[src/verilog/core_pkg.sv]
// Shared widths, RV32I opcode constants, ALU operations and pipeline payload structs for the core
package core_pkg;

    localparam int XLEN     = 32;
    localparam int NUM_REGS = 32;

    typedef logic [XLEN-1:0] word_t;
    typedef logic [4:0]      reg_addr_t;

    typedef enum logic [3:0] {
        ADD,
        SUB,
        SLL,
        SLT,
        SLTU,
        XOR,
        SRL,
        SRA,
        OR,
        AND,
        PASS_B
    } alu_op_e;

    // Major opcodes supported by this core
    localparam logic [6:0] OPC_OP     = 7'b0110011;
    localparam logic [6:0] OPC_OP_IMM = 7'b0010011;
    localparam logic [6:0] OPC_LUI    = 7'b0110111;
    localparam logic [6:0] OPC_AUIPC  = 7'b0010111;
    localparam logic [6:0] OPC_JAL    = 7'b1101111;
    localparam logic [6:0] OPC_BRANCH = 7'b1100011;

    localparam logic [2:0] F3_BEQ  = 3'b000;
    localparam logic [2:0] F3_BNE  = 3'b001;
    localparam logic [2:0] F3_BLT  = 3'b100;
    localparam logic [2:0] F3_BGE  = 3'b101;
    localparam logic [2:0] F3_BLTU = 3'b110;
    localparam logic [2:0] F3_BGEU = 3'b111;

    // Program load port, addr is a word index
    typedef struct packed {
        logic       we;
        logic [9:0] addr;
        word_t      data;
    } imem_wr_t;

    typedef struct packed {
        logic  valid;
        word_t pc;
        word_t instr;
    } if_id_t;

    typedef struct packed {
        alu_op_e    alu_op;
        logic       op1_is_pc;
        logic       op2_is_imm;
        logic       is_branch;
        logic       is_jal;
        logic       rf_en;
        logic [2:0] funct3;
    } ctrl_t;

    typedef struct packed {
        logic      valid;
        word_t     pc;
        ctrl_t     ctrl;
        reg_addr_t rs1;
        reg_addr_t rs2;
        reg_addr_t rd;
        word_t     rs1_data;
        word_t     rs2_data;
        word_t     imm;
    } id_ex_t;

    typedef struct packed {
        logic      valid;
        logic      rf_en;
        reg_addr_t rd;
        word_t     result;
        word_t     pc;
    } wb_t;

    typedef struct packed {
        logic  taken;
        word_t target;
    } redirect_t;

    typedef struct packed {
        logic      rf_en;
        reg_addr_t rd;
        word_t     data;
    } fwd_src_t;

    typedef struct packed {
        logic      valid;
        word_t     pc;
        reg_addr_t rd;
        word_t     data;
    } retire_t;

endpackage

[src/verilog/reg_file.sv]
// Integer register file with two asynchronous read ports, one write port and write-through
module reg_file (
    input  logic                clk,
    input  logic                rst_i,
    input  core_pkg::reg_addr_t rs1_i,
    input  core_pkg::reg_addr_t rs2_i,
    output core_pkg::word_t     rs1_data_o,
    output core_pkg::word_t     rs2_data_o,
    input  logic                we_i,
    input  core_pkg::word_t     wd_i,
    input  core_pkg::reg_addr_t wa_i
);

    import core_pkg::*;

    word_t regs [NUM_REGS];

    always_ff @(posedge clk) begin
        if (rst_i) begin
            for (int i = 0; i < NUM_REGS; i++) begin
                regs[i] <= '0;
            end
        end else if (we_i && wa_i != '0) begin
            regs[wa_i] <= wd_i;
        end
    end

    // x0 reads zero; a write in the same cycle is passed straight through
    assign rs1_data_o = (rs1_i == '0) ? '0 :
                        (we_i && wa_i == rs1_i) ? wd_i : regs[rs1_i];
    assign rs2_data_o = (rs2_i == '0) ? '0 :
                        (we_i && wa_i == rs2_i) ? wd_i : regs[rs2_i];

endmodule

[config.mk]
export PLATFORM = sky130hd
export DESIGN_NAME = reg_file
export DESIGN_NICKNAME = d
export VERILOG_FILES = /design/src/verilog/core_pkg.sv /design/src/verilog/reg_file.sv
export SDC_FILE = /design/constraint.sdc
export NUM_CORES = 2
export LEC_CHECK = 0
export ABC_CLOCK_PERIOD_IN_PS = 2300
export BUFFER_PORTS_ARGS = -buffer_cell sky130_fd_sc_hd__buf_4
export CORE_ASPECT_RATIO = 0.5
export CORE_MARGIN = 2
export CORE_UTILIZATION = 40
export CTS_CLUSTER_DIAMETER = 120
export DETAILED_ROUTE_END_ITERATION = 10
export GPL_ROUTABILITY_DRIVEN = 0
export SLEW_MARGIN = 20
export SYNTH_ARGS = -nofsm -noshare
export SYNTH_HDL_FRONTEND = slang
export SYNTH_SLANG_ARGS = --single-unit
[constraint.sdc]
create_clock -name clk -period 2.3 [get_ports clk]
set_input_delay 0.115 -clock clk [delete_from_list [all_inputs] [get_ports clk]]
set_output_delay 0.115 -clock clk [all_outputs]
set_load 0.1 [all_outputs]
## After elaboration in Yosys (flattened, before gate mapping)

Memory sizes are Yosys's and may differ from the RTL's.
Cells that the tools add are included.

| cells by class | value |
|---|---|
| equal/unequal tests | 2 |
| mux-type cells | 12 |
| reduce and logical (&&, ||, !) cells | 7 |

Operator list:

| kind | count |
|---|---|
| 32-bit 2-to-1 mux | 5 |
| 32-bit OR reduction | 1 |
| 5-bit == test | 2 |
| 5-bit zero test | 2 |
| 1-bit 2-to-1 mux | 6 |
| 5-bit 2-to-1 mux | 1 |
| 5-bit nonzero test | 1 |
| 1-bit logical AND | 3 |

| storage, ports and cells | value |
|---|---|
| register bits | 0 |
| memory bits (writable) | 1024 |
| input port bits | 50 |
| output and inout port bits | 64 |
| memories kept | 1 |

Memories:

| memory | words | width | read ports | clocked after Yosys merged registers in | wr ports | RTL line | RTL |
|---|---|---|---|---|---|---|---|
| regs | 32 | 32 | 2 | 0 | 32 | reg_file.sv:16 | `word_t regs [NUM_REGS];` |

## Logic depth before layout (Yosys ltp)

| depth | value |
|---|---|
| depth after elaboration | 7 |
| depth in mapped cells | 10 |
| mapped depth without buffers | 5 |

## Worst setup path before layout

OpenSTA, ideal clock, no wires.

| path | value |
|---|---|
| path type | input to output |
| start | input port rs1_i[2] |
| end | output port rs1_data_o[10] |
| data arrival time | 2.987 ns |
| setup slack | -0.802 ns |
| cell stages on the path | 7 |
| cell sequence | buf_2 buf_2 clkbuf_1 buf_4 mux2i_1 o22a_1 a31oi_1 |

| on the way | value |
|---|---|
| word-level cells in the longest chain between the ends | 4 |

Ends and longest elaborated chain:

| item | RTL line | RTL |
|---|---|---|
| start: declaration | reg_file.sv:5 | `input core_pkg::reg_addr_t rs1_i,` |
| parallel branches: the longest is 3 deep, another holds memory read 32 x 32 bit | n/a |  |
| 32-bit 2-to-1 mux (*) | reg_file.sv:29 | `assign rs1_data_o = (rs1_i == '0) ? '0 :` |
| end: declaration | reg_file.sv:7 | `output core_pkg::word_t rs1_data_o,` |

Mark *: on every way between the ends.

==> impl_metrics.yaml <==
global_routing:
  first_global_vias: 38100
  grt_use_total_pct: 30.6
  grt_max_degree: 47
  grt_first_pass_wirelength_um: 300000
  grt-ovfl-total: 0
  grt_antenna_before_repair: 24
layout:
  final_common_cell: "edfxtp_1"
  design_area_um2: 67600
  largest_reg_flops: 1024
  syn_to_final_growth_pct: 23.5
  nets: 4116
  nFillCells: 11200
  drive_above_1_share_pct: 33.6
  top_regs: "regs: 1024 flops"
  final_cell_mix: "edfxtp_1 (1024), and2_1 (993), mux4_2 (388)"
  top_register: "regs"
timing:
  max_clock_freq_mhz: 341
  setup_violations: 64
  fin_crit_sh_pct: 128
  post-route-min-period_ns: 2.93
  worst_pin_slew_ns: 0.870
  hold_violations: 0
  rsz0062_at_grt: "yes"
  setup_slack_ns: -0.633
  maxSlewHeadroom_pct: 41.9
  slew_viol_final: 0
floorplan:
  die_y_um: 266
  die_x_um: 527
  start_util_pct: 40.5
  rows: 95
  die_area_um2: 140000
  core_area_um2: 135000
  io_pins: 114
clocking:
  clockRootBuffer: "clkbuf_16"
  clk_path_buf_depth: 3
  h-tree-depth: 3
  cts_tree: "yes"
  numCtsBuffers: 103
  clk_pin_slew_worst_paths_ns: 0.06
  clock-sinks: 1024
run:
  max_cap_viol_count: 0
yosys:
  yosysWarnings: 0
  synth_seq_area_share_pct: 56.2
  ys_ff_latch: 1024
  async_flop_share_pct: 0
  synth_cell_types: 50
  avgSynthCellArea_um2: 14.6
  syn_inst: 3740
  synthesis.area_um2: 54700
  synth-edff-count: 1024
  ys.flop_type: "edfxtp_1"
placement:
  dp_hpwl_um: 135000
  place_area_um2: 61500
  numPortBuffers: 113
status:
  status: "finished, violations left"
  violations: "negative setup slack"
power_and_ir_drop:
  powerDensity_nw_per_um2: 723
  peakVddDrop_uv: 666
  finalPower_mw: 48.9
  p_leak_nw: 24.1
worst_setup_path:
  cp_data_required_time_ns: 2.18
  startpoint_type: "flip-flop"
  crit_type: "reg -> out"
  critPathArrivalTime_ns: 2.82
  end_kind: "output pin"
  path_max_fanout: 2
route:
  via_per_inst: 6.51
  wl_um: 217000
  avgRoutedWirePerCell_um: 36.4
  drc_errors: 0
  postRouteAntennaNets: 0
  first_iter_violations: 6695
  vias: 38800
  dr.pass1.iters: 6
hold_path:
  min_from: "wa_i[0]"
  hold_end: "regs[5][7]"
  min_delay_path_depth: 6
  hold_path_class: "in -> reg"
==> final cells by class <==
cell class              instances  area [um^2]  area share, %
clock buffers                 124         2700           3.99
well taps                    1794         2240           3.32
flip-flops and latches       1024        30700           45.5
inverters                       2         7.51         0.0111
clock inverters                70          752           1.11
repair buffers                604         6970           10.3
multi-input cells            2331        24100           35.7
diodes                         11         27.5         0.0407
==> worst max path at each step <==
stage	startpoint	slack [ns]	endpoint	cells past startpoint
2_1_floorplan	rs1_i[0]	0.002	rs1_data_o[20]	8
3_3_place_gp	rs2_i[0]	-0.57	rs2_data_o[28]	10
3_5_place_dp	rs2_i[0]	-0.55	rs2_data_o[2]	9
4_1_cts	regs[13][2]	-0.62	rs2_data_o[2]	7
5_1_grt	regs[13][2]	-0.67	rs2_data_o[2]	7
6_report	regs[13][2]	-0.63	rs2_data_o[2]	7
==> worst max-delay path: stages (launching register included) <==
cell and delay, ns:
edfxtp_1 0.41, mux4_2 0.50, a22o_4 0.29, a2111oi_4 0.25, buf_4 0.19, a21oi_4 0.04, a22o_4 0.24, buf_12 0.16
==> cells by family (layout without fill, tap and decap cells) <==
group / count (synthesis) / after routing / share of synthesized area (%)
AOI/OAI and AO/OA: 469 / 469 / 6.45
xor gates and xnor gates: 10 / 10 / 0.160
buffers and inverters: 416 / 800 / 3.23
DFF: 1024 / 1024 / 56.2
muxes: 674 / 674 / 21.2
other: 1 / 43 / 0.00685
and+or+nand+nor: 1146 / 1146 / 12.7
==> what timing repair did <==
item	4_1_cts	5_1_grt
buffers inserted	13	7
gates cloned	0	0
gates resized for setup	389	43
endpoints found under the hold margin	977	0
pin swaps	138	30
setup endpoints to repair	64	64
hold buffers	33	0
==> stage by stage <==
step	utilization [%]	std cells	TNS [ns]	setup slack (ns)	hold slack, ns
after floorplan	-	3771	0	0.00151	0.313
after global placement	45.6	5716	-13.17	-0.568	0.631
after detailed placement	45.6	5716	-12.35	-0.555	0.633
after CTS	49.8	5942	-25.10	-0.618	0.388
after global routing	50.0	5950	-27.39	-0.673	0.421
final	50.1	5960	-23.94	-0.633	0.437
==> synth_stat cells (all sizes together) (10+ instances only) <==
library cell / n / area (um^2)
mux2i: 281 / 2810
o22ai: 41 / 257
a21oi: 78 / 390
a22o: 55 / 482
a22oi: 133 / 998
nand3: 12 / 60.1
o211ai: 10 / 75.1
buf: 112 / 627
clkbuf: 302 / 1130
mux4: 388 / 8740
or2: 33 / 206
xnor2: 10 / 87.6
nand2: 35 / 131
a2111oi: 24 / 210
and2: 996 / 6230
edfxtp: 1024 / 30700
a221o: 13 / 130
nor2: 43 / 161
o221ai: 42 / 368
o221a: 18 / 203
==> power breakdown <==
group	switching (mW)	internal (mW)	total [mW]
logic	5.42	3.67	9.09
registers	0.550	21.6	22.1
clock network	7.73	9.96	17.7
==> routing by layer <==
metal  track usage (%)  vias to the layer above  wire length, um
li1                  -                    15100                -
met1              42.0                    20000            82400
met2              45.4                     3048            94400
met3              9.34                      606            29600
met4              12.4                       10            10200
met5                 0                        -              189
No activity file was read; power rests on OpenSTA's default activity.
