[src/verilog/core_pkg.sv]
// Shared widths, RV32I opcode constants, ALU operations and pipeline payload structs for the core
package core_pkg;

    localparam int XLEN     = 32;
    localparam int NUM_REGS = 32;

    typedef logic [XLEN-1:0] word_t;
    typedef logic [4:0]      reg_addr_t;

    typedef enum logic [3:0] {
        ADD,
        SUB,
        SLL,
        SLT,
        SLTU,
        XOR,
        SRL,
        SRA,
        OR,
        AND,
        PASS_B
    } alu_op_e;

    // Major opcodes supported by this core
    localparam logic [6:0] OPC_OP     = 7'b0110011;
    localparam logic [6:0] OPC_OP_IMM = 7'b0010011;
    localparam logic [6:0] OPC_LUI    = 7'b0110111;
    localparam logic [6:0] OPC_AUIPC  = 7'b0010111;
    localparam logic [6:0] OPC_JAL    = 7'b1101111;
    localparam logic [6:0] OPC_BRANCH = 7'b1100011;

    localparam logic [2:0] F3_BEQ  = 3'b000;
    localparam logic [2:0] F3_BNE  = 3'b001;
    localparam logic [2:0] F3_BLT  = 3'b100;
    localparam logic [2:0] F3_BGE  = 3'b101;
    localparam logic [2:0] F3_BLTU = 3'b110;
    localparam logic [2:0] F3_BGEU = 3'b111;

    // Program load port, addr is a word index
    typedef struct packed {
        logic       we;
        logic [9:0] addr;
        word_t      data;
    } imem_wr_t;

    typedef struct packed {
        logic  valid;
        word_t pc;
        word_t instr;
    } if_id_t;

    typedef struct packed {
        alu_op_e    alu_op;
        logic       op1_is_pc;
        logic       op2_is_imm;
        logic       is_branch;
        logic       is_jal;
        logic       rf_en;
        logic [2:0] funct3;
    } ctrl_t;

    typedef struct packed {
        logic      valid;
        word_t     pc;
        ctrl_t     ctrl;
        reg_addr_t rs1;
        reg_addr_t rs2;
        reg_addr_t rd;
        word_t     rs1_data;
        word_t     rs2_data;
        word_t     imm;
    } id_ex_t;

    typedef struct packed {
        logic      valid;
        logic      rf_en;
        reg_addr_t rd;
        word_t     result;
        word_t     pc;
    } wb_t;

    typedef struct packed {
        logic  taken;
        word_t target;
    } redirect_t;

    typedef struct packed {
        logic      rf_en;
        reg_addr_t rd;
        word_t     data;
    } fwd_src_t;

    typedef struct packed {
        logic      valid;
        word_t     pc;
        reg_addr_t rd;
        word_t     data;
    } retire_t;

endpackage

[src/verilog/pipe_reg.sv]
// Generic pipeline stage register for any packed payload, cleared to a bubble on reset or flush
module pipe_reg #(
    parameter type PAYLOAD_T = logic [0:0]
) (
    input  logic     clk,
    input  logic     rst_i,
    input  logic     flush_i,
    input  PAYLOAD_T d_i,
    output PAYLOAD_T q_o
);

    // An all-zero payload has its valid bit low, so it travels as a bubble
    always_ff @(posedge clk) begin
        if (rst_i || flush_i) begin
            q_o <= '0;
        end else begin
            q_o <= d_i;
        end
    end

endmodule

[src/verilog/retire_unit.sv]
// Memory-slot and writeback stages feeding forwarding, the register write, retire port and counter
module retire_unit (
    input  logic                clk,
    input  logic                rst_i,
    input  core_pkg::wb_t       ex_res_i,
    output core_pkg::fwd_src_t  mem_fwd_o,
    output core_pkg::fwd_src_t  wb_fwd_o,
    output logic                rf_we_o,
    output core_pkg::reg_addr_t rf_wa_o,
    output core_pkg::word_t     rf_wd_o,
    output core_pkg::retire_t   retire_o,
    output core_pkg::word_t     retired_count_o
);

    import core_pkg::*;

    wb_t ex_mem;
    wb_t mem_wb;

    // Nothing past execute is ever flushed
    pipe_reg #(
        .PAYLOAD_T (wb_t)
    ) i_ex_mem_reg (
        .clk     (clk),
        .rst_i   (rst_i),
        .flush_i (1'b0),
        .d_i     (ex_res_i),
        .q_o     (ex_mem)
    );

    pipe_reg #(
        .PAYLOAD_T (wb_t)
    ) i_mem_wb_reg (
        .clk     (clk),
        .rst_i   (rst_i),
        .flush_i (1'b0),
        .d_i     (ex_mem),
        .q_o     (mem_wb)
    );

    assign mem_fwd_o.rf_en = ex_mem.valid && ex_mem.rf_en;
    assign mem_fwd_o.rd    = ex_mem.rd;
    assign mem_fwd_o.data  = ex_mem.result;

    assign wb_fwd_o.rf_en = mem_wb.valid && mem_wb.rf_en;
    assign wb_fwd_o.rd    = mem_wb.rd;
    assign wb_fwd_o.data  = mem_wb.result;

    assign rf_we_o = mem_wb.valid && mem_wb.rf_en && mem_wb.rd != '0;
    assign rf_wa_o = mem_wb.rd;
    assign rf_wd_o = mem_wb.result;

    // Retire data shows only what actually reaches the register file
    assign retire_o.valid = mem_wb.valid;
    assign retire_o.pc    = mem_wb.pc;
    assign retire_o.rd    = mem_wb.rd;
    assign retire_o.data  = rf_we_o ? mem_wb.result : '0;

    always_ff @(posedge clk) begin
        if (rst_i) begin
            retired_count_o <= '0;
        end else if (mem_wb.valid) begin
            retired_count_o <= retired_count_o + word_t'(1);
        end
    end

endmodule

[config.mk]
export PLATFORM = sky130hd
export DESIGN_NAME = retire_unit
export DESIGN_NICKNAME = d
export VERILOG_FILES = /design/src/verilog/core_pkg.sv /design/src/verilog/pipe_reg.sv /design/src/verilog/retire_unit.sv
export SDC_FILE = /design/constraint.sdc
export NUM_CORES = 1
export LEC_CHECK = 0
export BUFFER_PORTS_ARGS = -buffer_cell sky130_fd_sc_hd__clkbuf_2
export CORE_UTILIZATION = 40
export CTS_CLUSTER_DIAMETER = 40
export DETAILED_ROUTE_END_ITERATION = 12
export GPL_TIMING_DRIVEN = 1
export PLACE_DENSITY = 0.69
export SLEW_MARGIN = 20
export SYNTH_ARGS = -nofsm -noshare
export SYNTH_HDL_FRONTEND = slang
export SYNTH_SLANG_ARGS = --single-unit
[constraint.sdc]
create_clock -name clk -period 2.9 [get_ports clk]
set_clock_uncertainty 0.2 [all_clocks]
set_input_delay 0.29 -clock clk [delete_from_list [all_inputs] [get_ports clk]]
set_output_delay 0.29 -clock clk [all_outputs]
set_load 0.05 [all_outputs]
; ---- Yosys cells after proc, flatten, opt, wreduce, memory -nomap -nowiden
; Cells that the tools add are included.
[word_totals]
in_bits = 73
ff_bits = 174
word_cells = 17
[op_classes]
addsub = 1
n_reduce_logical = 4
n_mux = 1
[op_table]
columns = cell, n
row1 = $add 32x1->32 const B, 1
row2 = $mux 32, 1
row3 = $reduce_bool 5->1, 1
row4 = $logic_and 1x1->1, 3

; ---- Depth between registers and ports, before layout
; Gate-level depths: netlist (run 1).
[depth]
depth_word = 3
ltp_mapped = 7
mapped_depth_nobuf = 5

; ---- Cells and area by module
; A second synthesis (run 1) with hierarchy kept.
[unflattened]
cells_unflattened = 571
hier_area_um2 = 7018.0
[by_module_without_submodules]
columns = mod, area_each_um2, n_inst, cells_per_inst
row1 = pipe_reg, 2484.9, 2, 158
row2 = retire_unit, 2048.2, 1, 255

; ---- Worst setup path before layout (run 1)
; No wires, ideal clock.
[synth_timing]
kind = reg-to-output
from = reg i_mem_wb_reg.q_o[70] (netlist name)
to = out retire_o[22] (netlist name)
path_slack_ps = 157
n_path_buf = 2
arrival_ps = 2253
stages_incl_launch_ff = 6
t_required_ps = 2410
cell_sequence = dfxtp_1 buf_4 and2_1 o21a_1 clkbuf_1 and2_1
[synth_lines]
columns = item, line_no
row1 = from (decl), pipe_reg.sv:9  ; output PAYLOAD_T q_o
row2 = from (signal assigned), pipe_reg.sv:17  ; q_o <= d_i;
row3 = to (decl), retire_unit.sv:11  ; output core_pkg::retire_t retire_o,

==> results of run 1 <==
==> worst min path at each step <==
stage | end | slack (ns)
detailed placement | i_mem_wb_reg.q_o[4]$_SDFF_PP0_ | 0.22
global placement | i_mem_wb_reg.q_o[17]$_SDFF_PP0_ | 0.21
finish | i_ex_mem_reg.q_o[70]$_SDFF_PP0_ | 0.18
floorplan | i_mem_wb_reg.q_o[0]$_SDFF_PP0_ | 0.21
CTS | i_mem_wb_reg.q_o[70]$_SDFF_PP0_ | 0.17
global route | retired_count_o[1]$_SDFFE_PP0P_ | 0.19
==> per-stage QoR <==
step,cell area [µm²],instances
after detailed placement,7160,992
final,8500,1095
after global routing,8500,1095
after CTS,8500,1095
after floorplan,6620,661
after global placement,7160,992
==> sequential cells by signal, indices dropped and copies added (netlist names) <==
register          count
retired_count_o      32
i_mem_wb_reg.q_o     71
i_ex_mem_reg.q_o     71
==> layer usage <==
layer	vias up	track usage, %	share of wire [%]
li1	2391	-	-
met2	166	27.9	52
met4	0	8.05	2.0
met1	2153	17.7	41
met5	-	0	0
met3	18	4.60	5.6
==> worst max-delay path, cell delays in order (launching register included) <==
cell	delay [ns]
dfxtp_1	0.38
or4_1	0.55
o21a_2	0.39
and2_1	0.25
clkbuf_2	0.23
==> cell usage in the layout, fill, tap and decap left out, drive strengths merged <==
cell / instances
clkbuf: 304
dfxtp: 174
nor2b: 142
dlygate4sd3: 71
and2: 34
a21oi: 21
or4: 16
o31ai: 12
nor2: 11
nand2: 10
nand3: 10
inv: 10
o21ai: 9
or3: 9
clkinv: 8
nand4: 7
xnor2: 7
buf: 7
and4: 4
nor3: 3
xor2: 3
nor4: 2
o21a: 1
mux2i: 1
and3: 1
ha: 1
bufinv: 1
==> where the power goes <==
group | total, mW | internal, mW | switching, mW
clock | 2.32 | 1.25 | 1.07
combinational | 0.653 | 0.209 | 0.444
sequential | 2.52 | 2.48 | 0.0425
==> repair_timing <==
| action | in CTS | in global routing |
|---|---|---|
| hold endpoints to repair | 71 | 0 |
| hold buffers | 71 | 0 |
| setup endpoints to repair | 33 | 0 |
| gates resized for setup | 1 | 0 |
==> cell type report <==
class                      count  area share (%)
inverter                       4           0.177
clock buffer                  17            5.01
multi-input combinational    304            22.2
tap                          216            3.18
sequential                   174            41.0
clock inverter                15            2.31
timing repair buffer         365            26.2
==> cell families (layout without fill, tap and decap cells) <==
group	Yosys count	after routing	share of synthesized area (%)
adders and majority gates	1	1	0.189
buffers and inverters	183	401	18.9
AOI/OAI and AO/OA	43	43	3.74
xor gates and xnor gates	10	10	1.32
DFF	174	174	52.6
muxes	1	1	0.151
and+or+nand+nor	249	249	23.0
==> impl_metrics.yaml, run 1 <==
worst_setup_path:
  cp-end-kind: "output pin"
  r2r_slack_ns: 0.29
  crit_end: "retire_o[31]"
  timing.rr.start: "retired_count_o[0]$_SDFFE_PP0P_"
  arrival_ns: 2.24
  critPathMaxFanout: 33
  critPathLaunchType: "flip-flop"
  cp-startpoint: "i_mem_wb_reg.q_o[64]$_SDFF_PP0_"
  r2r-end: "retired_count_o[30]$_SDFFE_PP0P_"
  reg2regPathDepth: 5
  critical_path_class: "flip-flop to output pin"
  cp.required_ns: 2.41
drt:
  drc: 0
  wl_per_cell_um: 12.8
  ant_nets: 0
  drt-initial-drc-count: 137
  vias: 4728
  vias_per_cell: 4.32
  drt_first_pass_iters: 4
  drt-total-wl_um: 14100
global_route:
  grt_use_total_pct: 16.0
  antenna_found_initial: 0
  overflow: 0
  grt_max_degree: 62
  grt_first_pass_wirelength_um: 20500
  first_global_vias: 4164
floorplanning:
  die-area_um2: 17100
  chipHeight_um: 131
  coreArea_um2: 16000
  die_width_um: 131
  start_util_pct: 41.4
  io_pins: 289
  row_count: 46
synth:
  synth_area_um2: 6620
  yosys.area.top_type_share_pct: 52.6
  synth_edf_count: 0
  netlist_instances: 661
  postSynth.asyncResetShare_pct: 0
  yosysWarningCount: 0
  synth.avg_cell_area_um2: 10.0
  synth_fp_nets: 735
  yosysSeqAreaShare_pct: 52.6
  ys_types: 28
  synthFlopType: "dfxtp_1"
  synth-seq-cells: 174
  synth.area.top_cells: "dfxtp_1 (53%), buf_4 (17%), nor2b_1 (13%), and2_1 (3.2%), or4_1 (1.8%)"
  synth_top_cells_by_count: "dfxtp_1 (174), buf_4 (150), nor2b_1 (142)"
  synth.most_common_cell: "dfxtp_1"
  synth_top_area_cell: "dfxtp_1"
cells_and_area:
  multiInputGateArea_um2: 1880
  final_util_pct: 53.1
  seq_area_um2: 3480
  fillCellCount: 1444
  insertedDiodeCount: 0
  syn_to_final_growth_pct: 28.4
  final_layout_size_suffix_gt1_share_pct: 37.3
  final_nets: 940
sta:
  fin_tns_setup_ns: 0
  worst_pin_slew_ns: 0.653
  slew_violations: 0
  max_freq_mhz: 367
  rsz0062_at_grt: "false"
  finalCritPeriodShare_pct: 94.0
  timing.slew.headroom_pct: 56.5
  timing.final.hold_violations: 0
  period_needed_ns: 2.73
  holdWs_ns: 0.182
  fin_ws_ns: 0.174
  setup_viol: 0
min_path:
  hold_path_depth: 2
  hp-class: "primary input to flip-flop"
  min_from: "rst_i"
clock_tree:
  cts_root_buf: "clkbuf_16"
  clk_pin_slew_ns: 0.07
  clock_latency_ns: 0.43
  cts.sinks: 174
  cts_buffers: 17
  h-tree-depth: 4
  cts_tree: "done"
  post_cts.repair.setup_buffers: 0
  clk_path_buf_depth: 2
placed_design:
  gp_congestion: 0.753
  dp_hpwl_um: 9540
  dp_slack_ns: 0.281
  io_buffer_count: 288
job:
  drv_cap: 0
power_and_ir_drop:
  power.leakage_nw: 3.89
  power.total_mw: 5.50
  ir_drop_mv: 0.521
  cellPowerDensity_nw_per_um2: 647
outcome:
  status: "finished, final reports clean"
Note: power is estimated with default switching activity, not from simulation.
==> run 2: changes to the inputs <==
Settings changed: CORE_ASPECT_RATIO set to 1.5.
==> run 2 against run 1 <==
Against the previous run:
- hold slack got worse by 0.030 ns
- combinational power about the same
- power increased by 2.1%
- largest cell class unchanged
==> impl_metrics.yaml, run 2 (synthesis results as in run 1) <==
power_and_ir_drop:
  switching_share_pct: 26.0
  p_sw_mw: 1.46
  power.leakage_nw: 3.90
  pwr-share-seq_pct: 45.0
  p_int_mw: 4.15
  clockPowerShare_pct: 43.4
  pwr-share-comb_pct: 11.7
  cellPowerDensity_nw_per_um2: 661
  power.total_mw: 5.61
  ir_drop_mv: 0.325
sta:
  fin_tns_setup_ns: 0
  finalCritPeriodShare_pct: 91.7
  period_needed_ns: 2.66
  worst_pin_slew_ns: 0.578
  slew_violations: 0
  timing.slew.headroom_pct: 61.4
  fin_ws_ns: 0.241
  rsz0062_at_grt: "false"
  setup_viol: 0
  timing.final.hold_violations: 0
  max_freq_mhz: 376
drt:
  wl_per_cell_um: 13.1
  drt-total-wl_um: 14200
  vias: 4707
  drt_first_pass_iters: 6
  vias_per_cell: 4.34
  drt-initial-drc-count: 157
  ant_nets: 0
  drc: 0
worst_setup_path:
  critPathMaxStageDelay_ns: 0.55
  critical_path_class: "flip-flop to output pin"
  cp-end-kind: "output pin"
  cp-startpoint: "i_mem_wb_reg.q_o[64]$_SDFF_PP0_"
  cp_cell_sequence: "or4_1 -> o21a_1 -> buf_4 -> and2_1 -> clkbuf_2"
  timing.rr.start: "retired_count_o[0]$_SDFFE_PP0P_"
  cp_top_family: "simple AND/OR/NAND/NOR gates"
  r2r_slack_ns: 0.26
  cp.required_ns: 2.41
  critPathMaxFanout: 33
  r2r-end: "retired_count_o[26]$_SDFFE_PP0P_"
  critPathLaunchType: "flip-flop"
  crit_end: "retire_o[6]"
  slowest_stage: "or4_1"
  cp.depth: 5
  reg2regPathDepth: 5
  crit_buf_inv: 2
  arrival_ns: 2.17
clock_tree:
  clock_latency_ns: 0.41
  cts_root_buf: "clkbuf_16"
  cts_resized: 0
  cts_tree: "done"
  cts_buffers: 17
  cts.sinks: 174
  hold_buffers: 71
  h-tree-depth: 4
  post_cts.repair.setup_buffers: 0
  clk_pin_slew_ns: 0.06
  clk_path_buf_depth: 2
global_route:
  antenna_found_initial: 0
  grt_first_pass_wirelength_um: 21900
  overflow: 0
  grt_use_total_pct: 16.6
  grt_max_degree: 65
  first_global_vias: 4451
placed_design:
  io_buffer_count: 288
  placed_area_um2: 7150
  dp_hpwl_um: 9930
  dp_slack_ns: 0.302
  gp_congestion: 0.809
cells_and_area:
  finish.instance_area_um2: 8490
  fillCellCount: 1421
  final_util_pct: 52.5
  final_common_cell: "clkbuf_2"
  reg_top3: "i_ex_mem_reg.q_o: 71 flops, i_mem_wb_reg.q_o: 71 flops, retired_count_o: 32 flops"
  final_nets: 940
  layout_common_cells: "clkbuf_2 (287), dfxtp_1 (174), nor2b_1 (142)"
  syn_to_final_growth_pct: 28.3
  insertedDiodeCount: 0
  final_layout_size_suffix_gt1_share_pct: 37.1
floorplanning:
  die_width_um: 107
  io_pins: 289
  row_count: 57
  coreArea_um2: 16200
  chipHeight_um: 160
  start_util_pct: 40.9
  die-area_um2: 17100
job:
  drv_cap: 0
min_path:
  hp-class: "primary input to flip-flop"
outcome:
  status: "finished, final reports clean"
-- run 2: per-stage QoR --
| stage | instances | hold slack [ns] |
|---|---|---|
| finish | 1084 | 0.153 |
| global route | 1084 | 0.185 |
| CTS | 1084 | 0.168 |
| detailed placement | 982 | 0.224 |
| global placement | 982 | 0.217 |
| floorplan | 661 | 0.214 |
-- run 2: worst min path at each step --
stage | slack [ns] | cells after the start | start | end
after global placement | 0.22 | 1 | i_ex_mem_reg.q_o[19]$_SDFF_PP0_ | i_mem_wb_reg.q_o[19]$_SDFF_PP0_
after floorplan | 0.21 | 1 | i_ex_mem_reg.q_o[0]$_SDFF_PP0_ | i_mem_wb_reg.q_o[0]$_SDFF_PP0_
after CTS | 0.17 | 2 | rst_i | retired_count_o[1]$_SDFFE_PP0P_
after detailed placement | 0.22 | 1 | i_ex_mem_reg.q_o[13]$_SDFF_PP0_ | i_mem_wb_reg.q_o[13]$_SDFF_PP0_
after global routing | 0.18 | 2 | rst_i | retired_count_o[1]$_SDFFE_PP0P_
final | 0.15 | 2 | rst_i | i_ex_mem_reg.q_o[54]$_SDFF_PP0_
-- run 2: area by class of cell --
| class | count | area (µm²) | area share (%) |
|---|---|---|---|
| Clock buffer | 17 | 425 | 5.01 |
| Clock inverter | 14 | 205 | 2.42 |
| Inverter | 4 | 15.0 | 0.177 |
| Multi-Input combinational cell | 304 | 1880 | 22.2 |
| Sequential cell | 174 | 3480 | 41.0 |
| Tap cell | 206 | 258 | 3.03 |
| Timing Repair Buffer | 365 | 2220 | 26.2 |
-- run 2: power by group through the flow --
stage	clock [mW]	combinational, mW	sequential (mW)
final	2.43	0.655	2.52
after global routing	2.60	0.688	2.53
after CTS	2.50	0.660	2.52
after detailed placement	0	0.580	2.58
after global placement	0	0.578	2.57
after floorplan	0	0.547	2.57
-- run 2: per-layer routing --
| layer | share of wire, % | vias up | global-route usage, % | wire length [µm] |
|---|---|---|---|---|
| met2 | 53 | 168 | 30.6 | 7580 |
| li1 | - | 2376 | - | - |
| met4 | 2.3 | 0 | 7.72 | 334 |
| met3 | 5.1 | 20 | 4.13 | 723 |
| met1 | 39 | 2143 | 17.3 | 5580 |
| met5 | 0 | - | 0 | 0 |
==> run 3: changes to the inputs <==
Settings changed: REMOVE_ABC_BUFFERS set to 1.
==> run 3 against run 2 <==
Against the previous run:
- first-iteration DRC count decreased by 28%
- critical path depth decreased by 1
- global-route usage decreased by 0.43 points
- non-clock buffer count unchanged
- hold slack got worse by 0.11 ns
- clock power decreased by 7%
- design area decreased by 0.24%
- highest routed layer unchanged
- wire length decreased by 3.9%
- cell count about the same
- critical path type unchanged
==> impl_metrics.yaml, run 3 (synthesis results as in run 1) <==
sta:
  setup_viol: 0
  max_freq_mhz: 379
  rsz0062_at_grt: "false"
  timing.final.hold_violations: 0
  slew_violations: 0
  period_needed_ns: 2.64
  timing.slew.headroom_pct: 65.3
  worst_pin_slew_ns: 0.520
  finalCritPeriodShare_pct: 91.0
clock_tree:
  clk_path_buf_depth: 2
  cts_tree: "done"
  cts_buffers: 17
  cts_root_buf: "clkbuf_16"
  clk_pin_slew_ns: 0.08
  clock_latency_ns: 0.41
  h-tree-depth: 4
  post_cts.repair.setup_buffers: 0
  cts.sinks: 174
power_and_ir_drop:
  pwr-share-comb_pct: 12.0
  cellPowerDensity_nw_per_um2: 641
  clockPowerShare_pct: 41.5
  power.total_mw: 5.43
  switching_share_pct: 28.9
  pwr-share-seq_pct: 46.5
  p_sw_mw: 1.57
  p_int_mw: 3.86
  power.leakage_nw: 3.88
  ir_drop_mv: 0.396
cells_and_area:
  final_layout_size_suffix_gt1_share_pct: 37.3
  layout_common_cells: "clkbuf_2 (287), dfxtp_1 (174), nor2b_1 (142)"
  syn_to_final_growth_pct: 28.0
  layout.cells.non_filler: 1085
  final_nets: 940
  insertedDiodeCount: 0
  reg_top3: "i_ex_mem_reg.q_o: 71 flops, i_mem_wb_reg.q_o: 71 flops, retired_count_o: 32 flops"
  final_common_cell: "clkbuf_2"
global_route:
  antenna_found_initial: 0
  first_global_vias: 4460
  grt_first_pass_wirelength_um: 21900
  use_met2_pct: 29.9
  overflow: 0
  use_met3_pct: 4.30
  top_usage_layer: "met2"
  met1_usage_pct: 17.5
  grt_max_degree: 66
  grt_use_total_pct: 16.2
drt:
  drt-total-wl_um: 13700
  vias_per_cell: 4.34
  drt_first_pass_iters: 4
  ant_nets: 0
  wl_per_cell_um: 12.6
  drt-initial-drc-count: 113
  drc: 0
  vias: 4710
worst_setup_path:
  critPathLaunchType: "flip-flop"
  timing.rr.start: "retired_count_o[0]$_SDFFE_PP0P_"
  reg2regPathDepth: 5
  cp-end-kind: "output pin"
  cp.required_ns: 2.41
  arrival_ns: 2.15
  crit_end: "retire_o[30]"
  cp-startpoint: "i_mem_wb_reg.q_o[64]$_SDFF_PP0_"
  critical_path_class: "flip-flop to output pin"
  r2r-end: "retired_count_o[28]$_SDFFE_PP0P_"
  critPathMaxFanout: 33
  r2r_slack_ns: 0.32
floorplanning:
  row_count: 57
  chipHeight_um: 160
  die-area_um2: 17100
  die_width_um: 107
  start_util_pct: 40.9
  coreArea_um2: 16200
  io_pins: 289
placed_design:
  dp_hpwl_um: 9650
  io_buffer_count: 288
  gp_congestion: 0.805
  dp_cells: 982
outcome:
  status: "finished, final reports clean"
min_path:
  hp-class: "primary input to flip-flop"
  hold_path_depth: 2
job:
  drv_cap: 0
==> run 3: cell types whose count changed in the layout (fill, tap and decap cells not counted), moves of 2 or more <==
cell        change
inv_6           -2
bufinv_16       -4
clkinv_8        +5
clkinvlp_4      +2
clkinv_2        -2
inv_8           +2
==> run 3: routing by layer <==
layer / up-vias / routed length [µm]
li1: 2387 / -
met1: 2129 / 5500
met2: 180 / 7170
met3: 14 / 778
met4: 0 / 217
met5: - / 0
==> run 3: per-stage QoR <==
step	setup TNS [ns]	setup slack (ns)	util, %	hold slack [ns]	instance area, µm²
floorplan	-11.56	-0.361	-	0.159	5380
global placement	0	0.384	44.2	0.215	7150
detailed placement	0	0.312	44.2	0.221	7150
CTS	0	0.00907	52.3	0.0283	8470
global route	0	0.147	52.3	0.0468	8470
finish	0	0.261	52.3	0.0442	8470
==> run 3: cell type report <==
cell class              count  area [µm²]
clock buffers              17         425
clock inverters            15         184
fillers                  1466        7720
inverters                   4        15.0
multi-input cells         304        1880
flip-flops and latches    174        3480
well taps                 206         258
repair buffers            365        2220
==> run 3: critical path: stages, from the launching register on <==
cell,delay (ns)
dfxtp_1,0.34
or4_1,0.52
o21a_2,0.38
and2_1,0.24
clkbuf_2,0.23
==> run 3: repair_timing <==
action,in CTS,in global routing
resized for setup,0,1
hold endpoints to repair,71,0
endpoints found under the setup margin,0,32
hold buffers,71,0
==> run 3: worst min-delay path by stage <==
| stage | to | startpoint | slack, ns |
|---|---|---|---|
| floorplan | retired_count_o[13]$_SDFFE_PP0P_ | rst_i | 0.16 |
| global placement | i_mem_wb_reg.q_o[2]$_SDFF_PP0_ | i_ex_mem_reg.q_o[2]$_SDFF_PP0_ | 0.21 |
| detailed placement | i_mem_wb_reg.q_o[20]$_SDFF_PP0_ | i_ex_mem_reg.q_o[20]$_SDFF_PP0_ | 0.22 |
| CTS | i_mem_wb_reg.q_o[2]$_SDFF_PP0_ | rst_i | 0.03 |
| global route | i_ex_mem_reg.q_o[5]$_SDFF_PP0_ | rst_i | 0.05 |
| finish | i_ex_mem_reg.q_o[5]$_SDFF_PP0_ | rst_i | 0.04 |
==> run 3: power groups by stage <==
stage                     Sequential, mW  Combinational, mW  Clock (mW)
after detailed placement            2.58              0.576           0
after floorplan                     2.89             0.0677           0
after global placement              2.58              0.576           0
after global routing                2.53              0.687        2.42
final                               2.52              0.653        2.26
after CTS                           2.52              0.655        2.31
