$ cat src/verilog/core_pkg.sv
// Shared widths, RV32I opcode constants, ALU operations and pipeline payload structs for the core
package core_pkg;

    localparam int XLEN     = 32;
    localparam int NUM_REGS = 32;

    typedef logic [XLEN-1:0] word_t;
    typedef logic [4:0]      reg_addr_t;

    typedef enum logic [3:0] {
        ADD,
        SUB,
        SLL,
        SLT,
        SLTU,
        XOR,
        SRL,
        SRA,
        OR,
        AND,
        PASS_B
    } alu_op_e;

    // Major opcodes supported by this core
    localparam logic [6:0] OPC_OP     = 7'b0110011;
    localparam logic [6:0] OPC_OP_IMM = 7'b0010011;
    localparam logic [6:0] OPC_LUI    = 7'b0110111;
    localparam logic [6:0] OPC_AUIPC  = 7'b0010111;
    localparam logic [6:0] OPC_JAL    = 7'b1101111;
    localparam logic [6:0] OPC_BRANCH = 7'b1100011;

    localparam logic [2:0] F3_BEQ  = 3'b000;
    localparam logic [2:0] F3_BNE  = 3'b001;
    localparam logic [2:0] F3_BLT  = 3'b100;
    localparam logic [2:0] F3_BGE  = 3'b101;
    localparam logic [2:0] F3_BLTU = 3'b110;
    localparam logic [2:0] F3_BGEU = 3'b111;

    // Program load port, addr is a word index
    typedef struct packed {
        logic       we;
        logic [9:0] addr;
        word_t      data;
    } imem_wr_t;

    typedef struct packed {
        logic  valid;
        word_t pc;
        word_t instr;
    } if_id_t;

    typedef struct packed {
        alu_op_e    alu_op;
        logic       op1_is_pc;
        logic       op2_is_imm;
        logic       is_branch;
        logic       is_jal;
        logic       rf_en;
        logic [2:0] funct3;
    } ctrl_t;

    typedef struct packed {
        logic      valid;
        word_t     pc;
        ctrl_t     ctrl;
        reg_addr_t rs1;
        reg_addr_t rs2;
        reg_addr_t rd;
        word_t     rs1_data;
        word_t     rs2_data;
        word_t     imm;
    } id_ex_t;

    typedef struct packed {
        logic      valid;
        logic      rf_en;
        reg_addr_t rd;
        word_t     result;
        word_t     pc;
    } wb_t;

    typedef struct packed {
        logic  taken;
        word_t target;
    } redirect_t;

    typedef struct packed {
        logic      rf_en;
        reg_addr_t rd;
        word_t     data;
    } fwd_src_t;

    typedef struct packed {
        logic      valid;
        word_t     pc;
        reg_addr_t rd;
        word_t     data;
    } retire_t;

endpackage

$ cat src/verilog/decode_unit.sv
// Decode stage that splits the instruction, builds immediates and control, and fills ID/EX
module decode_unit (
    input  logic               clk,
    input  logic               rst_i,
    input  core_pkg::if_id_t   if_id_i,
    input  logic               flush_i,
    output core_pkg::reg_addr_t rs1_o,
    output core_pkg::reg_addr_t rs2_o,
    input  core_pkg::word_t    rs1_data_i,
    input  core_pkg::word_t    rs2_data_i,
    output core_pkg::id_ex_t   id_ex_o
);

    import core_pkg::*;

    word_t      instr;
    logic [6:0] opcode;
    logic [2:0] funct3;
    logic [6:0] funct7;
    reg_addr_t  rd;
    word_t      imm_i;
    word_t      imm_b;
    word_t      imm_u;
    word_t      imm_j;
    ctrl_t      ctrl;
    word_t      imm;
    logic       supported;
    id_ex_t     id_ex_d;

    // Shared ALU mapping for OP and OP-IMM; only OP can select SUB
    function automatic alu_op_e alu_decode(input logic [2:0] f3, input logic f7_bit,
                                           input logic is_reg);
        alu_op_e op;
        case (f3)
            3'b000:  op = (is_reg && f7_bit) ? SUB : ADD;
            3'b001:  op = SLL;
            3'b010:  op = SLT;
            3'b011:  op = SLTU;
            3'b100:  op = XOR;
            3'b101:  op = f7_bit ? SRA : SRL;
            3'b110:  op = OR;
            default: op = AND;
        endcase
        return op;
    endfunction

    assign instr  = if_id_i.instr;
    assign opcode = instr[6:0];
    assign funct3 = instr[14:12];
    assign funct7 = instr[31:25];
    assign rd     = instr[11:7];
    assign rs1_o  = instr[19:15];
    assign rs2_o  = instr[24:20];

    assign imm_i = {{20{instr[31]}}, instr[31:20]};
    assign imm_b = {{19{instr[31]}}, instr[31], instr[7], instr[30:25], instr[11:8], 1'b0};
    assign imm_u = {instr[31:12], 12'b0};
    assign imm_j = {{11{instr[31]}}, instr[31], instr[19:12], instr[20], instr[30:21], 1'b0};

    always_comb begin
        ctrl        = '0;
        ctrl.alu_op = ADD;
        ctrl.funct3 = funct3;
        imm         = '0;
        supported   = 1'b1;
        case (opcode)
            OPC_OP: begin
                ctrl.alu_op = alu_decode(funct3, funct7[5], 1'b1);
                ctrl.rf_en  = 1'b1;
            end
            OPC_OP_IMM: begin
                ctrl.alu_op     = alu_decode(funct3, funct7[5], 1'b0);
                ctrl.op2_is_imm = 1'b1;
                ctrl.rf_en      = 1'b1;
                imm             = imm_i;
            end
            OPC_LUI: begin
                ctrl.alu_op     = PASS_B;
                ctrl.op2_is_imm = 1'b1;
                ctrl.rf_en      = 1'b1;
                imm             = imm_u;
            end
            OPC_AUIPC: begin
                ctrl.op1_is_pc  = 1'b1;
                ctrl.op2_is_imm = 1'b1;
                ctrl.rf_en      = 1'b1;
                imm             = imm_u;
            end
            OPC_JAL: begin
                ctrl.is_jal = 1'b1;
                ctrl.rf_en  = 1'b1;
                imm         = imm_j;
            end
            OPC_BRANCH: begin
                ctrl.is_branch = 1'b1;
                imm            = imm_b;
            end
            default: begin
                // Anything else drops out as a bubble
                supported = 1'b0;
            end
        endcase
    end

    // Non-writing instructions carry rd 0 so they retire with rd 0 and never forward
    assign id_ex_d.valid    = if_id_i.valid && supported;
    assign id_ex_d.pc       = if_id_i.pc;
    assign id_ex_d.ctrl     = ctrl;
    assign id_ex_d.rs1      = rs1_o;
    assign id_ex_d.rs2      = rs2_o;
    assign id_ex_d.rd       = ctrl.rf_en ? rd : '0;
    assign id_ex_d.rs1_data = rs1_data_i;
    assign id_ex_d.rs2_data = rs2_data_i;
    assign id_ex_d.imm      = imm;

    pipe_reg #(
        .PAYLOAD_T (id_ex_t)
    ) i_id_ex_reg (
        .clk     (clk),
        .rst_i   (rst_i),
        .flush_i (flush_i),
        .d_i     (id_ex_d),
        .q_o     (id_ex_o)
    );

endmodule

$ cat src/verilog/pipe_reg.sv
// Generic pipeline stage register for any packed payload, cleared to a bubble on reset or flush
module pipe_reg #(
    parameter type PAYLOAD_T = logic [0:0]
) (
    input  logic     clk,
    input  logic     rst_i,
    input  logic     flush_i,
    input  PAYLOAD_T d_i,
    output PAYLOAD_T q_o
);

    // An all-zero payload has its valid bit low, so it travels as a bubble
    always_ff @(posedge clk) begin
        if (rst_i || flush_i) begin
            q_o <= '0;
        end else begin
            q_o <= d_i;
        end
    end

endmodule

$ cat config.mk
export PLATFORM = sky130hd
export DESIGN_NAME = decode_unit
export DESIGN_NICKNAME = d
export VERILOG_FILES = /design/src/verilog/core_pkg.sv /design/src/verilog/decode_unit.sv /design/src/verilog/pipe_reg.sv
export SDC_FILE = /design/constraint.sdc
export NUM_CORES = 1
export LEC_CHECK = 0
export ABC_AREA = 1
export BUFFER_PORTS_ARGS = -buffer_cell sky130_fd_sc_hd__buf_4
export CAP_MARGIN = 20
export CELL_PAD_IN_SITES_DETAIL_PLACEMENT = 1
export CELL_PAD_IN_SITES_GLOBAL_PLACEMENT = 2
export CORE_MARGIN = 5
export CORE_UTILIZATION = 20
export CTS_CLUSTER_DIAMETER = 40
export DETAILED_ROUTE_END_ITERATION = 10
export GPL_ROUTABILITY_DRIVEN = 0
export PLACE_DENSITY = 0.73
export SETUP_SLACK_MARGIN = 0.5
export SLEW_MARGIN = 20
export SYNTH_ARGS = -nofsm -noshare
export SYNTH_HDL_FRONTEND = slang
export SYNTH_SLANG_ARGS = --single-unit
$ cat constraint.sdc
create_clock -name clk -period 1.05 [get_ports clk]
set_clock_uncertainty 0.05 [all_clocks]
set_input_delay 0.1575 -clock clk [delete_from_list [all_inputs] [get_ports clk]]
set_output_delay 0.1575 -clock clk [all_outputs]
set_load 0.02 [all_outputs]
# Yosys cells after proc, flatten, opt, wreduce, memory -nomap -nowiden
# Cells that the tools add are included.
word_totals:
  ram_bits: 0
  romBits: 0
  memories: 0
  latch_bits: 0
  word_cells: 48
  register_bits: 156
  output_inout_bits: 166
  inputBits: 132
op_classes:
  bitwise: 1
  reduce_logical: 8
  addsub: 0
  n_mul: 0
  div_mod_pow: 0
  n_mux: 12
  n_eq_ne: 12
  magnitude_cmp: 0
  n_shift: 0
ops:
  columns: ["operator", "n"]
  rows:
  - ["$pmux 32 s4", 1]
  - ["$pmux 4 s7", 2]
  - ["$eq 7x5->1 const B", 2]
  - ["$eq 7x6->1 const B", 2]
  - ["$eq 7x7->1 const B", 2]
  - ["$pmux 4 s3", 1]
  - ["$eq 3x3->1 const B", 3]
  - ["$mux 1", 8]
  - ["$eq 3x2->1 const B", 2]
  - ["$reduce_or 6->1", 1]
  - ["$reduce_or 5->1", 1]
  - ["$reduce_or 2->1", 2]
  - ["$eq 3x1->1 const B", 1]
  - ["$logic_not 3->1", 1]
  - ["$reduce_or 3->1", 1]
  - ["$logic_and 1x1->1", 1]
  - ["$logic_or 1x1->1", 1]
  - ["$not 1->1", 1]

# Logic depth before layout (Yosys ltp)
# Gate-level depths: netlist of run 1.
depth:
  word_depth: 5
  depth_mapped: 9
  depth_no_buf: 9

# Cells and area by module
# Synthesis of run 1 repeated with hierarchy kept, for this count alone.
unflattened:
  hier_cells: 657
  hier_area_um2: 5260.0
by_module_without_submodules:
  columns: ["mod", "instances", "area_each_um2", "cells_each", "seq_area_each_um2"]
  rows:
  - ["pipe_reg", 1, 4493.1, 488, 3123.0]
  - ["decode_unit", 1, 767.0, 169, 0.0]

# Worst setup path before layout of run 1
# Ideal clock, no wire load.
synth_timing:
  path_type: "input port to flip-flop"
  start: "in if_id_i[1] in the netlist's numbering"
  end: "reg i_id_ex_reg.q_o[17] in the netlist's numbering"
  required_time_ns: 0.935
  arrival_time_ns: 0.877
  stages: 7
  setup_slack_ns: 0.058
  n_path_buf: 1
  setup_time_ns: 0.065
  cell_sequence: "nand2_2 > nor2_1 > nand2_2 > buf_6 > a21oi_1 > nor2_1 > nor2_1"
synth_via:
  elab_chain_len: 3
  word_cells_on_any_way: 7
  classes_between: "eq/ne: 5; mux: 1; reduce/logical: 1"
synth_rtl:
  columns: ["element", "line", "source"]
  rows:
  - ["from (decl)", "decode_unit.sv:5", "input core_pkg::if_id_t if_id_i,"]
  - ["$eq 7x5->1 or $eq 7x6->1 (tied branches)", "decode_unit.sv:66", "case (opcode)"]
  - ["$reduce_or 2->1 (no source line)", null, null]
  - ["$pmux 32 s4 (*)", "decode_unit.sv:66", null]
  - ["to (signal assigned)", "pipe_reg.sv:17", "q_o <= d_i;"]
  - ["to (decl)", "pipe_reg.sv:9", "output PAYLOAD_T q_o"]
# Every way passes the cells marked *; elsewhere a longest branch is shown, timed or not.
# A chain may end at the register's enable or synchronous reset.

# Worst setup path after layout of run 1
layout_timing:
  start: "reg i_id_ex_reg.q_o[118] in the netlist's numbering"
  end: "out id_ex_o[118] in the netlist's numbering"
layout_lines:
  columns: ["element", "line", "source"]
  rows:
  - ["to (decl)", "decode_unit.sv:11", "output core_pkg::id_ex_t id_ex_o"]
# No word-level cell between the ends.

==> reports/results.txt, run 1 <==
status = complete, but fails checks
failing checks = hold timing, setup timing
Seq/Total Area, Yosys = 63.4%
Clock Tree Root = clkbuf_16
nets@finish = 1072
vias in the first global route = 5117
final wirelength = 22100 um
unrepaired setup endpoints after global routing = yes
fin worst setup slack = -0.0562 ns
cell area after placement = 8250 sq um
Remaining Overflow, GRT = 0
first-pass GRT wire length = 30600 um
Netlist Area Pre-Place = 4920 sq um
Worst setup SP type = register
CP Buf/Inv Count = 1
Ports = 298
Syn Nets = 718
max_cap viols = 0
Crit. End Element = output port
Worst Path Required = 0.84 ns
Area growth syn-to-layout = 134%
Post-Route M1 WL = 8440 um
Rows = 57
layout cells sized above 1 = 77.6%
CP top delay family = flip-flops
Vias/cell = 3.85
worst slew pin tran = 0.393 ns
power density over cell area = 1240 nW/um^2
Levels on crit path = 1
Hold Violations, Final = 114
Post-DRT Antenna Nets = 0
Max transition margin = 73.7%
Critical Path, Cell by Cell = buf_6
initial antenna violation count = 0
Critical-path top delay cell = dfxtp_4
fmax = 0.904 GHz
die width = 167 um
Initial Utilization = 20.3%
top-area cell type share of the netlist area = 63.4%
largest net degree at the start of global routing = 32
Pleak = 5.32 nW
Slew Viols, Final = 0
Die ar. = 27900 sq um
GRT Total Usage = 14.3%
crit share post-route = 105%
Residual DRC = 0
Die Height = 167 um
TritonCTS clock tree = yes
Most flops, register = i_id_ex_reg.q_o
Final Critical Period = 1.11 ns
total power = 14.3 mW
Synth area leaders = dfxtp_1 (63%), nor2_1 (13%), inv_1 (10%)
synthesized flop and latch total = 156
Ant. Diodes = 0
Wirelength per Cell = 17.3 um
max FFs per register = 156
total core area = 24300 sq um
final instance area = 11500 sq um
Peak VDD IR = 0.749 mV
YS warnings = 0
Worst Setup SP = i_id_ex_reg.q_o[118]
WL met2 = 11500 um
Max Root-Sink Buffers = 2
Max stage delay on crit path = 0.35 ns
clock buffer count from CTS = 17
DRT iter0 DRCs = 148
Avg Cell Area, Syn = 8.40 sq um
Clock Sinks = 156
clock-pin slew on the worst setup and hold paths = 0.07 ns
largest area contributor in the netlist = dfxtp_1
cell count after synthesis = 586
Met3 Wirelength = 1930 um
vias = 4913
Crit Path Class = register to output port
TritonRoute pass-1 iters = 5
Synth cell types = 21
hold wc startpoint = rs1_data_i[11]
PortBufs = 297
highest metal used = met4
Setup-failing EPs final = 156
hold_ws = -0.113 ns
Setup crit end = id_ex_o[118]
Top Registers = i_id_ex_reg.q_o: 156 flops
Detail Placement HPWL = 14500 um
crit path max fanout = 1
CTS H-Tree Depth = 4
WP data arrival = 0.90 ns
Hold Crit Class = primary input to register
-- layout make-up --
type                    count  area, sq um
clock buffers              17          425
multi-input cells         268         2290
well taps                 324          405
inverters                 135          568
fillers                  2579        12800
repair buffers            360         3940
flip-flops and latches    156         3690
clock inverters            15          156
repair inverters            2         46.3
-- through the flow --
step	utilization (%)	std cells	setup WS (ns)	setup TNS, ns	hold WS (ns)
final	47.4	1277	-0.0562	-5.73	-0.113
after CTS	43.1	1260	-0.0778	-9.58	-0.128
after detailed placement	33.9	1200	-0.266	-7.95	0.328
after global placement	33.9	1200	-0.271	-7.28	0.319
after floorplan	-	586	0.100	0	0.210
after global routing	47.4	1277	-0.0904	-11.34	-0.132
-- placed cells by master, fill, tap and decap left out, types with 3 or more instances in the layout --
| cell | count |
|---|---|
| inv_6 | 3 |
| buf_6 | 189 |
| dfxtp_2 | 8 |
| nand2_1 | 20 |
| inv_1 | 123 |
| nand3_4 | 6 |
| inv_8 | 5 |
| nand2_4 | 15 |
| nor2_4 | 98 |
| dfxtp_4 | 148 |
| nand3_2 | 6 |
| a21oi_2 | 6 |
| nand3_1 | 4 |
| buf_8 | 17 |
| nor2_1 | 62 |
| clkinv_4 | 4 |
| clkbuf_16 | 24 |
| inv_4 | 3 |
| o21ai_2 | 6 |
| buf_4 | 130 |
| buf_12 | 9 |
| nand2_8 | 6 |
| nor2_2 | 10 |
| a21oi_4 | 3 |
| clkinvlp_4 | 4 |
| buf_16 | 8 |
| nand2_2 | 17 |
| inv_2 | 4 |
-- cell usage after synthesis (all sizes together) --
cell and count:
nor2 170, nor3b 1, o21ai 10, nand3 16
a21oi 11, nand2 56, dfxtp 156, buf 24
inv 135, clkbuf 5, nor3 2
-- kinds of logic (layout without fill, tap and decap cells) --
group	count (synthesis)	count (layout)	synth area share [%]
compound gates	21	21	2.21
flops	156	156	63.4
buf+inv	164	529	14.1
simple gates	245	247	20.3
-- how the worst min path moves through the flow --
stage                                      end  slack [ns]  cells after the start
final                      i_id_ex_reg.q_o[75]       -0.11                      3
after global routing       i_id_ex_reg.q_o[75]       -0.13                      3
after CTS                 i_id_ex_reg.q_o[133]       -0.13                      3
after detailed placement  i_id_ex_reg.q_o[129]        0.33                      3
after global placement    i_id_ex_reg.q_o[151]        0.32                      3
after floorplan           i_id_ex_reg.q_o[100]        0.21                      2
-- report_power, final --
group / internal [mW] / total [mW] / switching [mW] / leakage, nW
Combinational: 1.17 / 2.28 / 1.12 / 3.65
Clock: 3.36 / 6.15 / 2.79 / 0.282
Sequential: 5.83 / 5.91 / 0.0766 / 1.39
Total: 10.4 / 14.3 / 3.98 / 5.32
-- layer usage --
metal / up-vias / global-route usage [%]
met3: 18 / 6.54
li1: 2379 / -
met1: 2315 / 15.9
met4: 0 / 3.66
met5: - / 0
met2: 201 / 25.0
-- timing repair --
item	CTS	global route
endpoints found under the setup margin	243	311
cloned	8	10
endpoints found under the hold margin	117	113
setup buffers	20	7
pin swaps	79	61
resized for setup	360	196
Power figures use the tool's default switching activity.
==> run 2, diff against run 1 <==
CAP_MARGIN = 0   (was 20)
SKIP_CTS_REPAIR_TIMING = 1   (was unset)
==> run 2 against run 1 <==
Combinational power is 20% lower; final cell count is 1.4% lower; fmax is 0.11% higher; hold slack better by 0.0040 ns; largest cell class is now registers; sequential power hardly changed; utilization is 4.6 points lower; design area is 9.8% lower; critical path depth stayed put; non-clock buffer count is 16 lower; critical endpoint unchanged; worst setup slack better by 0.0012 ns; the flow still finishes with violations (hold timing, setup timing); count of clock-buffer cells in the layout stayed put.
==> reports/results.txt, run 2 (same netlist as run 1, synthesis figures left out) <==
commonest non-fill, non-tap cell in the layout = buf_6
initial antenna violation count = 0
commonest cells after routing, fill and taps aside = buf_6 (190), dfxtp_4 (148), nor2_1 (141), buf_4 (131), inv_1 (124)
clock buffer count from CTS = 17
DRT iter0 DRCs = 128
PortBufs = 297
Crit. End Element = output port
GRT Total Usage = 12.6%
Initial Utilization = 20.3%
total power = 13.9 mW
clock-pin slew on the worst setup and hold paths = 0.07 ns
hold_ws = -0.109 ns
final wirelength = 20200 um
Critical-path top delay cell = dfxtp_4
crit share post-route = 105%
Top Registers = i_id_ex_reg.q_o: 156 flops
fin worst setup slack = -0.0550 ns
first-pass GRT wire length = 27200 um
Clock Tree Root = clkbuf_16
CP Buf/Inv Count = 1
CTS H-Tree Depth = 4
Hold Violations, Final = 118
die width = 167 um
CP top delay family = flip-flops
Crit Path Class = register to output port
Post-DRT Antenna Nets = 0
nets@finish = 1054
total core area = 24300 sq um
WP data arrival = 0.90 ns
Slew Viols, Final = 0
crit path max fanout = 1
Ports = 298
Most flops, register = i_id_ex_reg.q_o
vias = 4719
Remaining Overflow, GRT = 0
Max stage delay on crit path = 0.35 ns
Clock Sinks = 156
Area growth syn-to-layout = 111%
worst slew pin tran = 0.236 ns
status = complete, but fails checks
max FFs per register = 156
Pleak = 5.11 nW
Max transition margin = 84.1%
Ant. Diodes = 0
unrepaired setup endpoints after global routing = yes
Final Critical Period = 1.10 ns
vias in the first global route = 4778
Die ar. = 27900 sq um
power density over cell area = 1330 nW/um^2
TritonCTS clock tree = yes
Vias/cell = 3.75
Rows = 57
Wirelength per Cell = 16.0 um
Setup-failing EPs final = 156
Worst setup SP type = register
Max Root-Sink Buffers = 2
Hold Crit Class = primary input to register
Peak VDD IR = 0.820 mV
Die Height = 167 um
fmax = 0.905 GHz
Critical Path, Cell by Cell = buf_6
largest net degree at the start of global routing = 64
layout cells sized above 1 = 68.0%
Worst Path Required = 0.84 ns
failing checks = hold timing, setup timing
Detail Placement HPWL = 14500 um
TritonRoute pass-1 iters = 4
max_cap viols = 0
Residual DRC = 0
-- run 2: changes by cell type in the layout (fill, tap and decap cells not counted), moves of 6 or more --
cell,before,now
buf_16,8,2
buf_8,17,10
nor2_1,62,141
nor2_4,98,14
-- run 2: cell type report --
type	count	area, sq um
Multi-Input combinational cell	267	1590
Timing Repair Buffer	344	3570
Sequential cell	156	3690
Timing Repair inverter	1	6.26
Inverter	135	543
Clock inverter	15	156
Clock buffer	17	425
Fill cell	2668	13900
Tap cell	324	405
-- run 2: layer usage --
| layer | vias to the layer above | track usage [%] | part of all wire [%] |
|---|---|---|---|
| met5 | - | 0 | 0 |
| met4 | 0 | 3.20 | 1.1 |
| met3 | 17 | 6.59 | 9.2 |
| met2 | 197 | 21.3 | 50 |
| met1 | 2173 | 14.1 | 40 |
| li1 | 2332 | - | - |
-- run 2: path summary, 6_finish.rpt --
kind              slack (ns)                 start                   to  cells after the start
setup / recovery       -0.05  i_id_ex_reg.q_o[118]         id_ex_o[118]                      1
hold / removal         -0.11         rs2_data_i[0]  i_id_ex_reg.q_o[32]                      3
-- run 2: per-stage QoR --
| step | utilization [%] | setup slack (ns) | area [sq um] | TNS [ns] | cells |
|---|---|---|---|---|---|
| after floorplan | - | 0.100 | 5690 | 0 | 586 |
| after global placement | 33.9 | -0.271 | 8250 | -7.28 | 1200 |
| after detailed placement | 33.9 | -0.266 | 8250 | -7.95 | 1200 |
| after CTS | 36.3 | -0.102 | 8840 | -12.87 | 1232 |
| after global routing | 42.7 | -0.0946 | 10400 | -11.88 | 1259 |
| final | 42.7 | -0.0550 | 10400 | -5.77 | 1259 |
-- run 2: power breakdown --
group / internal (mW) / switching (mW) / leakage (nW) / total [mW]
registers: 5.83 / 0.0763 / 1.39 / 5.91
clock network: 3.36 / 2.77 / 0.282 / 6.13
logic: 0.963 / 0.855 / 3.44 / 1.82
==> run 3, diff against run 2 <==
SETUP_SLACK_MARGIN = 0.1   (was 0.5)
==> run 3 against run 2 <==
The run still ends with hold timing, setup timing left; sequential power grew 5.1%; worst setup slack lost 0.0017 ns; design area shrank 1.9%; power is essentially flat; critical endpoint is now id_ex_o[108]; highest routed layer unchanged.
==> reports/results.txt, run 3 (same netlist as run 1, synthesis figures left out) <==
status = complete, but fails checks
failing checks = hold timing, setup timing
Peak VDD IR = 0.727 mV
hold_ws = -0.0436 ns
first-pass GRT wire length = 27000 um
Remaining Overflow, GRT = 0
total core area = 24300 sq um
Top Registers = i_id_ex_reg.q_o: 156 flops
vias in the first global route = 4736
Final Util = 41.9%
Hold Violations, Final = 5
Ports = 298
Worst Path Required = 0.84 ns
Setup crit end = id_ex_o[108]
Max Root-Sink Buffers = 2
max_cap viols = 0
Rows = 57
TritonRoute pass-1 iters = 4
Pleak = 5.18 nW
Levels on crit path = 1
final instance area = 10200 sq um
crit path max fanout = 1
TritonCTS clock tree = yes
clock-pin slew on the worst setup and hold paths = 0.07 ns
Max stage delay on crit path = 0.36 ns
Initial Utilization = 20.3%
power density over cell area = 1360 nW/um^2
CTS H-Tree Depth = 4
Residual DRC = 0
Detail Placement HPWL = 14500 um
GRT Total Usage = 12.6%
Critical Path, Cell by Cell = buf_6
commonest cells after routing, fill and taps aside = nor2_1 (162), buf_4 (157), dfxtp_2 (156), buf_6 (156), inv_1 (132)
# fillers = 2741
Most flops, register = i_id_ex_reg.q_o
Die ar. = 27900 sq um
worst slew pin tran = 0.330 ns
Critical-path top delay cell = dfxtp_2
Clock Tree Root = clkbuf_16
clock buffer count from CTS = 17
Clock Sinks = 156
final wirelength = 20900 um
commonest non-fill, non-tap cell in the layout = nor2_1
Die Height = 167 um
Worst setup SP type = register
Post-DRT Antenna Nets = 0
Hold Crit Class = primary input to register
Setup-failing EPs final = 156
vias = 5020
layout cells sized above 1 = 52.7%
crit share post-route = 105%
cell area after placement = 7750 sq um
die width = 167 um
WP data arrival = 0.90 ns
Vias/cell = 3.73
DRT iter0 DRCs = 148
fmax = 0.904 GHz
Area growth syn-to-layout = 107%
unrepaired setup endpoints after global routing = yes
largest net degree at the start of global routing = 31
Worst Setup SP = i_id_ex_reg.q_o[108]
Crit Path Class = register to output port
nets@finish = 1142
CP top delay family = flip-flops
Wirelength per Cell = 15.5 um
Max transition margin = 77.8%
Final Critical Period = 1.11 ns
PortBufs = 297
fin worst setup slack = -0.0567 ns
Slew Viols, Final = 0
initial antenna violation count = 0
Ant. Diodes = 0
Crit. End Element = output port
max FFs per register = 156
CP Buf/Inv Count = 1
[run 3: changes by cell type in the layout (fill, tap and decap cells not counted), moves of 10 or more]
cell           delta
dfxtp_2         +148
dfxtp_4         -148
dlygate4sd3_1   +112
buf_6            -34
buf_4            +26
nand2_1          +22
nor2_1           +21
nand2_4          -15
nor2_2           -13
nand3_1          +11
buf_8            -10
[run 3: routing by layer]
layer	up-vias	share of wire, %	global-route usage (%)
li1	2501	-	-
met5	-	0	0
met4	0	1.8	3.42
met2	205	50	21.5
met1	2291	39	14.1
met3	23	8.6	6.02
[run 3: metrics by stage]
step / setup TNS [ns] / cells / setup WS, ns / total power [mW] / hold slack, ns
floorplan: 0 / 586 / 0.0961 / 6.85 / 0.220
global placement: -6.24 / 1203 / -0.220 / 7.72 / 0.319
detailed placement: -7.21 / 1203 / -0.215 / 7.74 / 0.330
CTS: -8.47 / 1235 / -0.158 / 13.6 / -0.126
global route: -8.10 / 1347 / -0.0895 / 14.5 / -0.0649
finish: -1.94 / 1347 / -0.0567 / 13.8 / -0.0436
[run 3: cell type report]
cell class              count  area [sq um]  area share (%)
repair buffers            434          4240            41.5
flip-flops and latches    156          3320            32.5
multi-input cells         266          1180            11.6
inverters                 135           514            5.04
clock buffers              18           429            4.21
well taps                 324           405            3.98
clock inverters            14           113            1.10
[run 3: worst min-delay path by stage]
stage | endpoint | cells past startpoint | slack, ns | startpoint
2_1_floorplan | i_id_ex_reg.q_o[100] | 2 | 0.22 | if_id_i[11]
3_3_place_gp | i_id_ex_reg.q_o[71] | 3 | 0.32 | rs1_data_i[7]
3_5_place_dp | i_id_ex_reg.q_o[133] | 3 | 0.33 | if_id_i[42]
4_1_cts | i_id_ex_reg.q_o[126] | 3 | -0.13 | if_id_i[35]
5_1_grt | i_id_ex_reg.q_o[118] | 4 | -0.06 | if_id_i[5]
6_report | i_id_ex_reg.q_o[118] | 4 | -0.04 | if_id_i[5]
[run 3: power by group]
group	switching [mW]	internal (mW)
combinational	0.847	1.08
clock	2.65	3.06
sequential	0.0844	6.12
